**config.mk**
```make
export PLATFORM = sky130hd
export DESIGN_NAME = pad_input_top
export DESIGN_NICKNAME = d
export VERILOG_FILES = /design/src/hw/pad_pkg.sv /design/src/hw/llapi_presence.sv /design/src/hw/llapi_remap.sv /design/src/hw/player_slot_router.sv /design/src/hw/pad_input_top.sv
export SDC_FILE = /design/constraint.sdc
export NUM_CORES = 1
export LEC_CHECK = 0
export ABC_AREA = 0
export BUFFER_PORTS_ARGS = -buffer_cell sky130_fd_sc_hd__buf_2
export CELL_PAD_IN_SITES_DETAIL_PLACEMENT = 1
export CELL_PAD_IN_SITES_GLOBAL_PLACEMENT = 1
export CORE_ASPECT_RATIO = 1.1
export CORE_UTILIZATION = 51
export DETAILED_ROUTE_END_ITERATION = 16
export GPL_ROUTABILITY_DRIVEN = 1
export PLACE_DENSITY = 0.84
export SLEW_MARGIN = 5
export SYNTH_ARGS = -nofsm -noshare
export SYNTH_HDL_FRONTEND = slang
export SYNTH_HIERARCHICAL = 1
export SYNTH_SLANG_ARGS = --single-unit
```
**constraint.sdc**
```tcl
create_clock -name clk_sys -period 12.44 [get_ports clk_sys]
set_input_delay 1.244 -clock clk_sys [delete_from_list [all_inputs] [get_ports clk_sys]]
set_output_delay 1.244 -clock clk_sys [all_outputs]
set_load 0.01 [all_outputs]
```
**src/hw/pad_pkg.sv**
```systemverilog
//==============================
// Pad input package
// Report, pad and stage payload
// types for the controller path
//==============================
`default_nettype none

package pad_pkg;

	// Report and pad geometry
	localparam int LLAPI_BUTTON_W = 32;
	localparam int PAD_W = 12;
	localparam int NUM_USB = 5;
	localparam int NUM_PLAYERS = 5;

	// Output flow control
	localparam int OUT_CREDITS = 4;
	localparam int CREDIT_W = $clog2(OUT_CREDITS + 1);

	// Controller type byte
	// Any value not listed here is treated as a generic pad
	typedef enum logic [7:0] {
		CTRL_NONE       = 8'd0,
		CTRL_SATURN     = 8'd3,
		CTRL_SATURN_ALT = 8'd8,
		CTRL_INVALID    = 8'd255
	} llapi_ctrl_e;

	typedef struct packed {
		logic [LLAPI_BUTTON_W-1:0] buttons;
		llapi_ctrl_e               ctrl;
		logic                      link_en;
	} llapi_report_t;

	// Console pad layout, top bit first
	typedef struct packed {
		logic start;
		logic select;
		logic r;
		logic l;
		logic y;
		logic x;
		logic b;
		logic a;
		logic up;
		logic down;
		logic left;
		logic right;
	} snes_pad_t;

	//==============================
	// Stage payloads
	//==============================
	typedef struct packed {
		llapi_report_t               report_a;
		llapi_report_t               report_b;
		snes_pad_t [NUM_USB-1:0]     usb;
	} pad_sample_t;

	typedef struct packed {
		llapi_report_t               report_a;
		llapi_report_t               report_b;
		logic                        use_a;
		logic                        use_b;
		snes_pad_t [NUM_USB-1:0]     usb;
	} presence_stage_t;

	typedef struct packed {
		snes_pad_t                   pad_a;
		snes_pad_t                   pad_b;
		logic                        use_a;
		logic                        use_b;
		logic                        menu_combo;
		snes_pad_t [NUM_USB-1:0]     usb;
	} remap_stage_t;

	typedef struct packed {
		snes_pad_t [NUM_PLAYERS-1:0] player;
		logic                        menu_combo;
	} player_frame_t;

endpackage

`default_nettype wire

```
**src/hw/llapi_presence.sv**
```systemverilog
//==============================
// Serial-link presence stage
// Decides per port whether a
// usable controller is attached
//==============================
`default_nettype none

module llapi_presence (
	input  wire                      clk_sys,
	input  wire                      reset,
	input  pad_pkg::pad_sample_t     in_item,
	input  wire                      in_valid,
	output logic                     in_ready,
	output pad_pkg::presence_stage_t out_item,
	output logic                     out_valid,
	input  wire                      out_advance
);
	import pad_pkg::*;

	logic seen_a;
	logic seen_b;
	logic accept;
	logic use_a;
	logic use_b;

	// Load when empty or when stage 2 takes the current item
	assign in_ready = !out_valid || out_advance;
	assign accept   = in_valid && in_ready;

	// Type byte must name a real controller
	function automatic logic type_ok(input llapi_ctrl_e ctrl);
		return (ctrl != CTRL_NONE) && (ctrl != CTRL_INVALID);
	endfunction

	// Current sample counts toward the button-seen condition
	assign use_a = in_item.report_a.link_en && type_ok(in_item.report_a.ctrl)
		&& (seen_a || (|in_item.report_a.buttons));
	assign use_b = in_item.report_b.link_en && type_ok(in_item.report_b.ctrl)
		&& (seen_b || (|in_item.report_b.buttons));

	// Sticky button flags
	always_ff @(posedge clk_sys) begin
		if (reset) begin
			seen_a <= 1'b0;
			seen_b <= 1'b0;
		end else if (accept) begin
			if (|in_item.report_a.buttons)
				seen_a <= 1'b1;
			if (|in_item.report_b.buttons)
				seen_b <= 1'b1;
		end
	end

	always_ff @(posedge clk_sys) begin
		if (reset)
			out_valid <= 1'b0;
		else if (in_ready)
			out_valid <= in_valid;
	end

	always_ff @(posedge clk_sys) begin
		if (accept) begin
			out_item.report_a <= in_item.report_a;
			out_item.report_b <= in_item.report_b;
			out_item.use_a    <= use_a;
			out_item.use_b    <= use_b;
			out_item.usb      <= in_item.usb;
		end
	end

	// Held item survives a downstream stall untouched
	a_hold_on_stall: assert property (@(posedge clk_sys) disable iff (reset)
		out_valid && !out_advance |=> out_valid && $stable(out_item));

endmodule

`default_nettype wire

```
**src/hw/llapi_remap.sv**
```systemverilog
//==============================
// Serial-link button remap stage
// Maps reports to the console pad
// and flags the menu combination
//==============================
`default_nettype none

module llapi_remap (
	input  wire                      clk_sys,
	input  wire                      reset,
	input  pad_pkg::presence_stage_t in_item,
	input  wire                      in_valid,
	output logic                     in_ready,
	output pad_pkg::remap_stage_t    out_item,
	output logic                     out_valid,
	input  wire                      out_advance
);
	import pad_pkg::*;

	logic      accept;
	snes_pad_t pad_a;
	snes_pad_t pad_b;
	logic      menu_combo;

	assign in_ready = !out_valid || out_advance;
	assign accept   = in_valid && in_ready;

	// Report buttons are HID usage ids minus one
	function automatic snes_pad_t remap_pad(input llapi_report_t rep);
		logic [LLAPI_BUTTON_W-1:0] btn;
		logic [PAD_W-1:0]          bits;
		snes_pad_t                 pad;
		btn  = rep.buttons;
		bits = {
			btn[5], btn[4],                  // start select
			btn[7], btn[6],                  // r l
			btn[2], btn[3], btn[0], btn[1],  // y x b a
			btn[27], btn[26], btn[25], btn[24]  // d-pad
		};
		pad = snes_pad_t'(bits);
		// Saturn pads have no select
		// Z takes its place and both right shoulders drive r
		if (rep.ctrl == CTRL_SATURN || rep.ctrl == CTRL_SATURN_ALT) begin
			pad.select = btn[6];
			pad.r      = btn[9] | btn[7];
			pad.l      = btn[8];
		end
		return pad;
	endfunction

	// Down + start + first button
	function automatic logic combo_held(input llapi_report_t rep);
		return rep.buttons[26] && rep.buttons[5] && rep.buttons[0];
	endfunction

	assign pad_a = remap_pad(in_item.report_a);
	assign pad_b = remap_pad(in_item.report_b);

	// Raw buttons only, presence is ignored here
	assign menu_combo = combo_held(in_item.report_a) || combo_held(in_item.report_b);

	always_ff @(posedge clk_sys) begin
		if (reset)
			out_valid <= 1'b0;
		else if (in_ready)
			out_valid <= in_valid;
	end

	always_ff @(posedge clk_sys) begin
		if (accept) begin
			out_item.pad_a      <= pad_a;
			out_item.pad_b      <= pad_b;
			out_item.use_a      <= in_item.use_a;
			out_item.use_b      <= in_item.use_b;
			out_item.menu_combo <= menu_combo;
			out_item.usb        <= in_item.usb;
		end
	end

endmodule

`default_nettype wire

```
**src/hw/player_slot_router.sv**
```systemverilog
//==============================
// Player slot router
// Places serial-link pads first
// and shifts USB pads behind them
//==============================
`default_nettype none

module player_slot_router (
	input  wire                    clk_sys,
	input  wire                    reset,
	input  pad_pkg::remap_stage_t  in_item,
	input  wire                    in_valid,
	output logic                   in_ready,
	output pad_pkg::player_frame_t frame,
	output logic                   out_valid,
	input  wire                    credit_return
);
	import pad_pkg::*;

	player_frame_t        next_frame;
	player_frame_t        frame_q;
	logic                 frame_valid;
	logic [CREDIT_W-1:0]  credit_cnt;
	logic                 accept;
	logic                 send;

	//==============================
	// Slot assignment
	//==============================
	always_comb begin
		next_frame.menu_combo = in_item.menu_combo;
		case ({in_item.use_a, in_item.use_b})
			2'b11: begin
				next_frame.player[0] = in_item.pad_a;
				next_frame.player[1] = in_item.pad_b;
				next_frame.player[2] = in_item.usb[0];
				next_frame.player[3] = in_item.usb[1];
				next_frame.player[4] = in_item.usb[2];
			end
			2'b10: begin
				next_frame.player[0] = in_item.pad_a;
				next_frame.player[1] = in_item.usb[0];
				next_frame.player[2] = in_item.usb[1];
				next_frame.player[3] = in_item.usb[2];
				next_frame.player[4] = in_item.usb[3];
			end
			// Port B keeps player 2, USB pad 0 moves up to player 1
			2'b01: begin
				next_frame.player[0] = in_item.usb[0];
				next_frame.player[1] = in_item.pad_b;
				next_frame.player[2] = in_item.usb[1];
				next_frame.player[3] = in_item.usb[2];
				next_frame.player[4] = in_item.usb[3];
			end
			default: begin
				for (int i = 0; i < NUM_PLAYERS; i++)
					next_frame.player[i] = in_item.usb[i];
			end
		endcase
	end

	//==============================
	// Output register and credits
	//==============================
	assign send      = out_valid;
	assign out_valid = frame_valid && (credit_cnt != '0);
	assign in_ready  = !frame_valid || send;
	assign accept    = in_valid && in_ready;
	assign frame     = frame_q;

	always_ff @(posedge clk_sys) begin
		if (reset)
			frame_valid <= 1'b0;
		else if (in_ready)
			frame_valid <= in_valid;
	end

	always_ff @(posedge clk_sys) begin
		if (accept)
			frame_q <= next_frame;
	end

	// Send and return in the same cycle cancel out
	always_ff @(posedge clk_sys) begin
		if (reset) begin
			credit_cnt <= CREDIT_W'(OUT_CREDITS);
		end else begin
			case ({send, credit_return})
				2'b10: credit_cnt <= credit_cnt - 1'b1;
				2'b01: credit_cnt <= credit_cnt + 1'b1;
				default: credit_cnt <= credit_cnt;
			endcase
		end
	end

	a_credit_bound: assert property (@(posedge clk_sys) disable iff (reset)
		credit_cnt <= CREDIT_W'(OUT_CREDITS));

	// A full counter means the consumer holds no credit to give back
	a_no_excess_return: assert property (@(posedge clk_sys) disable iff (reset)
		credit_return |-> credit_cnt != CREDIT_W'(OUT_CREDITS));

endmodule

`default_nettype wire

```
**src/hw/pad_input_top.sv**
```systemverilog
//==============================
// Pad input top level
// Presence, remap and slot router
// chained as a 3-stage pipeline
//==============================
`default_nettype none

module pad_input_top (
	input  wire                    clk_sys,
	input  wire                    reset,
	input  pad_pkg::pad_sample_t   sample,
	input  wire                    in_valid,
	output logic                   in_ready,
	output pad_pkg::player_frame_t frame,
	output logic                   out_valid,
	input  wire                    credit_return
);
	import pad_pkg::*;

	// Stage 1 to stage 2
	presence_stage_t s1_item;
	logic            s1_valid;
	logic            s1_advance;

	// Stage 2 to stage 3
	remap_stage_t    s2_item;
	logic            s2_valid;
	logic            s2_advance;

	llapi_presence presence (
		.clk_sys     (clk_sys),
		.reset       (reset),
		.in_item     (sample),
		.in_valid    (in_valid),
		.in_ready    (in_ready),
		.out_item    (s1_item),
		.out_valid   (s1_valid),
		.out_advance (s1_advance)
	);

	llapi_remap remap (
		.clk_sys     (clk_sys),
		.reset       (reset),
		.in_item     (s1_item),
		.in_valid    (s1_valid),
		.in_ready    (s1_advance),
		.out_item    (s2_item),
		.out_valid   (s2_valid),
		.out_advance (s2_advance)
	);

	player_slot_router router (
		.clk_sys       (clk_sys),
		.reset         (reset),
		.in_item       (s2_item),
		.in_valid      (s2_valid),
		.in_ready      (s2_advance),
		.frame         (frame),
		.out_valid     (out_valid),
		.credit_return (credit_return)
	);

endmodule

`default_nettype wire

```
* Yosys cells after proc, flatten, opt, wreduce, memory -nomap -nowiden *
Cells that the tools add are included.
W data, S select, Z words.

word-level totals
  flip-flop bits (word level) = 290
  bits of input ports = 146
  output and inout bits = 63
  word-level logic and storage cells = 272

cells by class
  add/subtract/negate cells = 2
  equal/unequal tests = 11
  mux-type cells = 4
  bitwise operators = 2
  reduce and logical (&&, ||, !) cells = 33

operators by type and width
  operator               number
  $pmux W60 S3           1
  $reduce_or A32 Y1      2
  $eq A8 B2 Y1 const B   2
  $eq A8 B4 Y1 const B   2
  $ne A8 B8 Y1 const B   2
  $reduce_bool A8 Y1     2
  $logic_and A1 B1 Y1    14
  $logic_or A1 B1 Y1     8
  $eq A2 B2 Y1 const B   3
  $mux W3                2
  $pmux W3 S2            1
  $eq A2 B1 Y1 const B   2
  $reduce_and A2 Y1      2
  $add A3 B1 Y3 const B  1
  $logic_not A1 Y1       3
  $reduce_bool A3 Y1     1
  $sub A3 B1 Y3 const B  1
  $or A1 B1 Y1           2
  $reduce_bool A2 Y1     1

* Logic depth before layout (Yosys ltp) *
Gate-level depths: netlist (run 1).

  depth in word-level cells = 7
  depth in mapped cells = 8
  gate-level depth less buffers = 8

* By module *
Netlist (run 1), hierarchy kept.

by module, submodules not included
  module              times used  cells each  area an instance (µm²)  seq. area each (µm²)
  llapi_presence      1           191         4650.7                  4384.2
  player_slot_router  1           262         3455.8                  1911.8
  llapi_remap         1           127         2910.3                  2632.5

* Worst setup path before layout (run 1) *
OpenSTA, ideal clock, no wires.

  path kind = input to register
  start = input in_valid
  end = register presence/out_item[0] (netlist bit), enable pin
  setup time = 523 ps
  data arrival time = 4566 ps
  data required time = 11917 ps
  slack = 7351 ps
  cell stages on the path = 1
  path buffers = 0
  cell sequence = and2_1

between the ends
  longest elaborated chain between the ends = 1

ends and longest elaborated chain
  element              line                  source
  start: declaration   pad_input_top.sv:12   input wire in_valid,
  $logic_and A1 B1 Y1  llapi_presence.sv:28  assign accept = in_valid && in_ready;
  end: declaration     llapi_presence.sv:14  output pad_pkg::presence_stage_t out_item,

No other way between the ends.
A chain may end at the register's enable or synchronous reset.

* Worst setup path in the final report (run 1) *
  start = register router.credit_cnt[0]
  end = output in_ready

between the ends
  longest elaborated chain between the ends = 5

ends and longest elaborated chain
  element                   line                      source
  start: declaration        player_slot_router.sv:23  logic [CREDIT_W-1:0] credit_cnt;
  start signal: assignment  player_slot_router.sv:86  credit_cnt <= CREDIT_W'(OUT_CREDITS);
  start signal: assignment  player_slot_router.sv:89  2'b10: credit_cnt <= credit_cnt - 1'b1;
  start signal: assignment  player_slot_router.sv:90  2'b01: credit_cnt <= credit_cnt + 1'b1;
  $reduce_bool A3 Y1        player_slot_router.sv:66  assign out_valid = frame_valid && (credit_cnt != '0);
  $logic_and A1 B1 Y1       player_slot_router.sv:66
  $logic_or A1 B1 Y1        player_slot_router.sv:67  assign in_ready = !frame_valid || send;
  via s2_advance            pad_input_top.sv:28       logic s2_advance;
  $logic_or A1 B1 Y1        llapi_remap.sv:25         assign in_ready = !out_valid || out_advance;
  via s1_advance            pad_input_top.sv:23       logic s1_advance;
  $logic_or A1 B1 Y1        llapi_presence.sv:27      assign in_ready = !out_valid || out_advance;
  end: declaration          pad_input_top.sv:13       output logic in_ready,

The timed path passes the listed nets, and every way through them passes these cells.

==> results of run 1 <==
-- report_power, final --
part           switching (mW)  total [mW]  internal [mW]
registers              0.0220        1.04           1.02
logic                  0.0609       0.106         0.0451
clock network           0.315       0.770          0.455
total                   0.398        1.92           1.52
-- state kept, by name (all words and copies together) (netlist names) --
name	flops
remap/out_valid	1
presence/seen_b	1
router/frame_valid	1
presence/seen_a	1
router/frame	61
presence/out_valid	1
router/credit_cnt	3
presence/out_item	106
remap/out_item	87
-- worst register-to-register path, delay by kind of cell (launching register included) --
| kind | cells | cell delay [ns] |
|---|---|---|
| buffers and inverters | 1 | 0.72 |
| flip-flops | 1 | 0.41 |
| AND/OR/NAND/NOR | 7 | 1.53 |
-- stage by stage --
stage / setup slack, ns / power, mW
2_1_floorplan: 8.24 / 1.11
3_3_place_gp: 9.43 / 1.15
3_5_place_dp: 9.30 / 1.17
4_1_cts: 9.32 / 1.93
5_1_grt: 9.20 / 1.97
6_report: 9.35 / 1.92
-- how the worst max path moves through the flow --
stage | slack (ns) | end | startpoint | depth (start not counted)
after global routing | 9.20 | in_ready | router/credit_cnt[0]$_SDFFE_PP0P_ | 5
after CTS | 9.32 | in_ready | router/credit_cnt[0]$_SDFFE_PP0P_ | 5
final | 9.35 | in_ready | router/credit_cnt[0]$_SDFFE_PP0P_ | 5
after floorplan | 8.24 | presence/out_item[0]$_DFFE_PN_ | in_valid | 1
after detailed placement | 9.30 | presence/out_item[33]$_DFFE_PN_ | in_valid | 3
after global placement | 9.43 | presence/out_item[41]$_DFFE_PN_ | in_valid | 3
-- cell type report --
cell class              instances  area share
diodes                          3    0.000629
repair buffers                212      0.0898
well taps                     247      0.0259
flip-flops and latches        262       0.653
clock inverters                15      0.0123
inverters                       4     0.00126
clock buffers                  31      0.0579
multi-input cells             257       0.159
-- per-layer routing --
layer,part of all wire,track usage,vias up
met4,0.038,0.103,0
li1,-,-,2583
met1,0.35,0.252,2828
met5,0,0,-
met3,0.038,0.0295,66
met2,0.58,0.456,216
==> results.toml, run 1 <==
[grt]
grt_pass1_wl_microns = 34700
grtUsageTotal = 0.235
antenna_found_initial = 3
grt_max_degree = 88
grt_pass1_vias = 6338
overflow = 0

[worst_hold_path]
hp-start = "presence/out_item[114]$_DFFE_PN_"
holdPathEnd = "remap/out_item[82]$_DFFE_PP_"
hp-class = "flop to flop"
whs_path_depth = 0

[setup_path]
crit_type = "flop to output pin"
r2r.worst_path.cells = 8
worstPathMaxFanout = 3
end_kind = "output pin"
rrSetupSlack_ns = 9.69
critPathMaxStageDelay_ns = 0.35
cpMaxStageDelayCell = "dfxtp_1"
rr_startpoint = "router/credit_cnt[0]$_SDFFE_PP0P_"
critical-path-top-delay-family = "simple AND/OR/NAND/NOR gates"
r2r-end = "presence/seen_a$_SDFFE_PP0P_"
cp_num_buf_inv = 1
start_kind = "flop"
crit_top_cell = "nand2b_1"
arrival_ns = 1.84
worstPathCellList = "nor3_1, nand2_1, nand2b_1, nand2b_1, buf_2"
worst_ep_required_time_ns = 11.20

[logic_synthesis]
ys.warnings.count = 6
syn_area_sq_um = 9880
syn_nets = 690
synth_area_per_cell_sq_um = 18.2
synthCells = 542

[sta]
period_share = 0.248
worst_hold_slack_ns = 0.418
slew_viol_final = 0
setup_violations = 0
max-slew-margin-rel = 0.235
clock_skew_ns = 0.0144
rsz0062_at_grt = "no"
fmax_ghz = 0.324
period_needed_ns = 3.09
tightest_slew_ns = 1.15
fin_setup_tns_ns = 0
hold_viol = 0

[floorplan]
io_pins = 209
die_h_microns = 148
fp.dieW_microns = 135
initial_core_util = 0.519
dieArea_sq_um = 19900
core_sq_um = 19000
num_rows = 53

[clock_tree]
clk_path_buf_depth = 3
cts_hold_buffers = 0
htree_levels = 1
cts_tree = "done"
cts_setup_buffers = 0
worstSkewPairLatency_ns = 0.52
post_cts_resized = 0
cts_buffers = 26
cts.sinks = 262
cts_root_buf = "clkbuf_16"
clk_pin_slew_ns = 0.06

[final_layout]
num-fill-cells = 1768
multi_input_area_sq_um = 1900
fin_cells = 1031
layout_common_cells = "edfxtp_1, buf_2, mux2i_1"
seq_area_sq_um = 7790
final_common_cell = "edfxtp_1"
layout-drive-gt1-share = 0.361
syn_to_final_growth_pct = 20.8
design_area_sq_um = 11900
utilization = 0.627
nets = 911

[detailed_routing]
drt_iter0_drc = 370
viasPerCell = 5.52
ant_nets = 0
via_count = 5693
drc_errors = 0
dr.pass1.iters = 4
wire_per_inst_microns = 22.7
drt_wl_total_microns = 23400

[placed_design]
io_buffer_count = 208
place_congestion = 0.833
dp_cells = 982
dp.final_hpwl_microns = 16400
place_area_sq_um = 11100

[power_and_ir_drop]
p_per_area_nw_per_um2 = 161
peakVddDrop_uv = 121
p_leak_nw = 4.52

[status]
run_status = "finished clean"

[flow_run]
maxCapViolCount = 0
No activity file was read; power rests on OpenSTA's default activity.
==> run 2, diff against run 1 <==
--- a/config.mk
+++ b/config.mk
@@ -10,10 +10,10 @@
 export CELL_PAD_IN_SITES_DETAIL_PLACEMENT = 1
 export CELL_PAD_IN_SITES_GLOBAL_PLACEMENT = 1
 export CORE_ASPECT_RATIO = 1.1
-export CORE_UTILIZATION = 51
+export CORE_UTILIZATION = 42
 export DETAILED_ROUTE_END_ITERATION = 16
 export GPL_ROUTABILITY_DRIVEN = 1
-export PLACE_DENSITY = 0.84
+export PLACE_DENSITY = 0.73
 export SLEW_MARGIN = 5
 export SYNTH_ARGS = -nofsm -noshare
 export SYNTH_HDL_FRONTEND = slang
==> constraint.sdc (replaced) <==
create_clock -name clk_sys -period 2.8 [get_ports clk_sys]
set_input_delay 0.28 -clock clk_sys [delete_from_list [all_inputs] [get_ports clk_sys]]
set_output_delay 0.28 -clock clk_sys [all_outputs]
set_load 0.01 [all_outputs]
==> run 2 against run 1 <==
Against the previous run: largest power group unchanged; cell count grew 15%; combinational power rose to 5.7 times the previous value; wire length rose by 4.0%; register-to-register slack worse by 9.2 ns; via count grew 5.3%; first-iteration DRC count shrank 26%; critical endpoint is now router/credit_cnt[2]$_SDFFE_PP1P_; sequential cell count stayed put; critical path depth rose by 3.
==> results.toml, run 2 (synthesis results as in run 1) <==
[status]
run_status = "finished clean"

[floorplan]
num_rows = 58
fp.dieW_microns = 148
dieArea_sq_um = 24100
core_sq_um = 23000
initial_core_util = 0.429
die_h_microns = 163
io_pins = 209

[sta]
tightest_slew_ns = 0.904
clock_skew_ns = 0.0135
max-slew-margin-rel = 0.397
fin_setup_tns_ns = 0
hold_viol = 0
period_needed_ns = 2.32
period_share = 0.828
rsz0062_at_grt = "no"
fmax_ghz = 0.432
slew_viol_final = 0
setup_violations = 0

[worst_hold_path]
hp-class = "input port to flop"

[flow_run]
maxCapViolCount = 0

[setup_path]
critPathMaxStageDelay_ns = 0.38
worstPathCellList = "nor3_1, nand2b_1, ha_1, inv_1, fa_1, xor2_1, o21ai_0, or3b_1"
worst_ep_required_time_ns = 3.19
cp_num_buf_inv = 1
critical-path-top-delay-family = "simple AND/OR/NAND/NOR gates"
cpMaxStageDelayCell = "fa_1"
start_kind = "flop"
worstPathMaxFanout = 3
arrival_ns = 2.71
end_kind = "flop"
crit_type = "flop to flop"

[final_layout]
final_common_cell = "edfxtp_1"
syn_to_final_growth_pct = 32.4
nets = 1019
largest_reg_flops = 106
layout_common_cells = "edfxtp_1, buf_2, dlygate4sd3_1"
fin_cells = 1189
top_register = "presence/out_item"
layout-drive-gt1-share = 0.327

[detailed_routing]
drt_wl_total_microns = 24300
drc_errors = 0
drt_iter0_drc = 272
via_count = 5997
viasPerCell = 5.04
dr.pass1.iters = 4
ant_nets = 0
wire_per_inst_microns = 20.4

[clock_tree]
clk_path_buf_depth = 3
cts_root_buf = "clkbuf_16"
cts_buffers = 25
clk_pin_slew_ns = 0.07
worstSkewPairLatency_ns = 0.51
cts_tree = "done"
cts.sinks = 262
htree_levels = 1
post_cts_resized = 0

[power_and_ir_drop]
p_per_area_nw_per_um2 = 650
p_total_mw = 8.51
peakVddDrop_uv = 394
p_leak_nw = 4.99

[grt]
grtUsageTotal = 0.201
grt_pass1_wl_microns = 36400
overflow = 0
grt_max_degree = 87
antenna_found_initial = 0
grt_pass1_vias = 6706

[placed_design]
dp.final_hpwl_microns = 15700
io_buffer_count = 208
place_congestion = 0.841
dp_cells = 1040
==> run 2: changes by cell type in the layout (fill, tap and decap cells not counted), sizes merged <==
cell / delta
buf: +5
clkbuf: -5
clkinv: +1
clkinvlp: +1
diode: -2
dlygate4sd3: +104
inv: +1
==> run 2: worst paths after layout <==
kind	startpoint	endpoint	slack [ns]	cells past startpoint
max	router/credit_cnt[0]$_SDFFE_PP0P_	router/credit_cnt[2]$_SDFFE_PP1P_	0.48	8
min	in_valid	presence/out_valid$_SDFFE_PP0N_	0.05	3
max reg2reg	router/credit_cnt[0]$_SDFFE_PP0P_	router/credit_cnt[2]$_SDFFE_PP1P_	0.48	8
min reg2reg	presence/out_item[43]$_DFFE_PN_	remap/out_item[43]$_DFFE_PP_	0.41	0
==> run 2: layer usage <==
layer	GRT usage	wire, microns	up-vias
met1	0.213	8930	2958
li1	-	-	2803
met2	0.403	13700	186
met5	0	0	-
met3	0.0232	916	50
met4	0.0726	776	0
==> run 2: layout make-up <==
class	count	area (sq um)
inverter	4	15.0
fill	2209	9930
sequential	262	7790
tap	300	375
timing repair buffer	321	2200
multi-input combinational	257	1900
clock buffer	26	629
antenna	1	2.50
clock inverter	18	170
==> run 2: timing repair <==
item / in CTS / in global routing
hold buffers: 104 / 0
hold endpoints to repair: 104 / 0
setup buffers: 0 / 0
==> run 2: per-stage QoR <==
step / hold WS [ns] / instance area (sq um) / setup slack, ns / utilization
floorplan: 0.349 / 9880 / 0.166 / -
global placement: 0.400 / 11200 / 0.642 / 0.488
detailed placement: 0.406 / 11200 / 0.491 / 0.488
CTS: 0.0417 / 13100 / 0.459 / 0.568
global route: 0.0440 / 13100 / 0.315 / 0.568
finish: 0.0483 / 13100 / 0.483 / 0.569
==> run 2: report_power, final <==
group	internal, mW	switching, mW	leakage, nW	total (mW)
registers	4.52	0.0892	2.48	4.61
clock network	1.91	1.38	0.390	3.29
logic	0.305	0.301	2.11	0.606
==> run 2: worst min-delay path: stages <==
cell and delay, ns:
buf_2 0.11, inv_1 0.06, a21oi_1 0.06
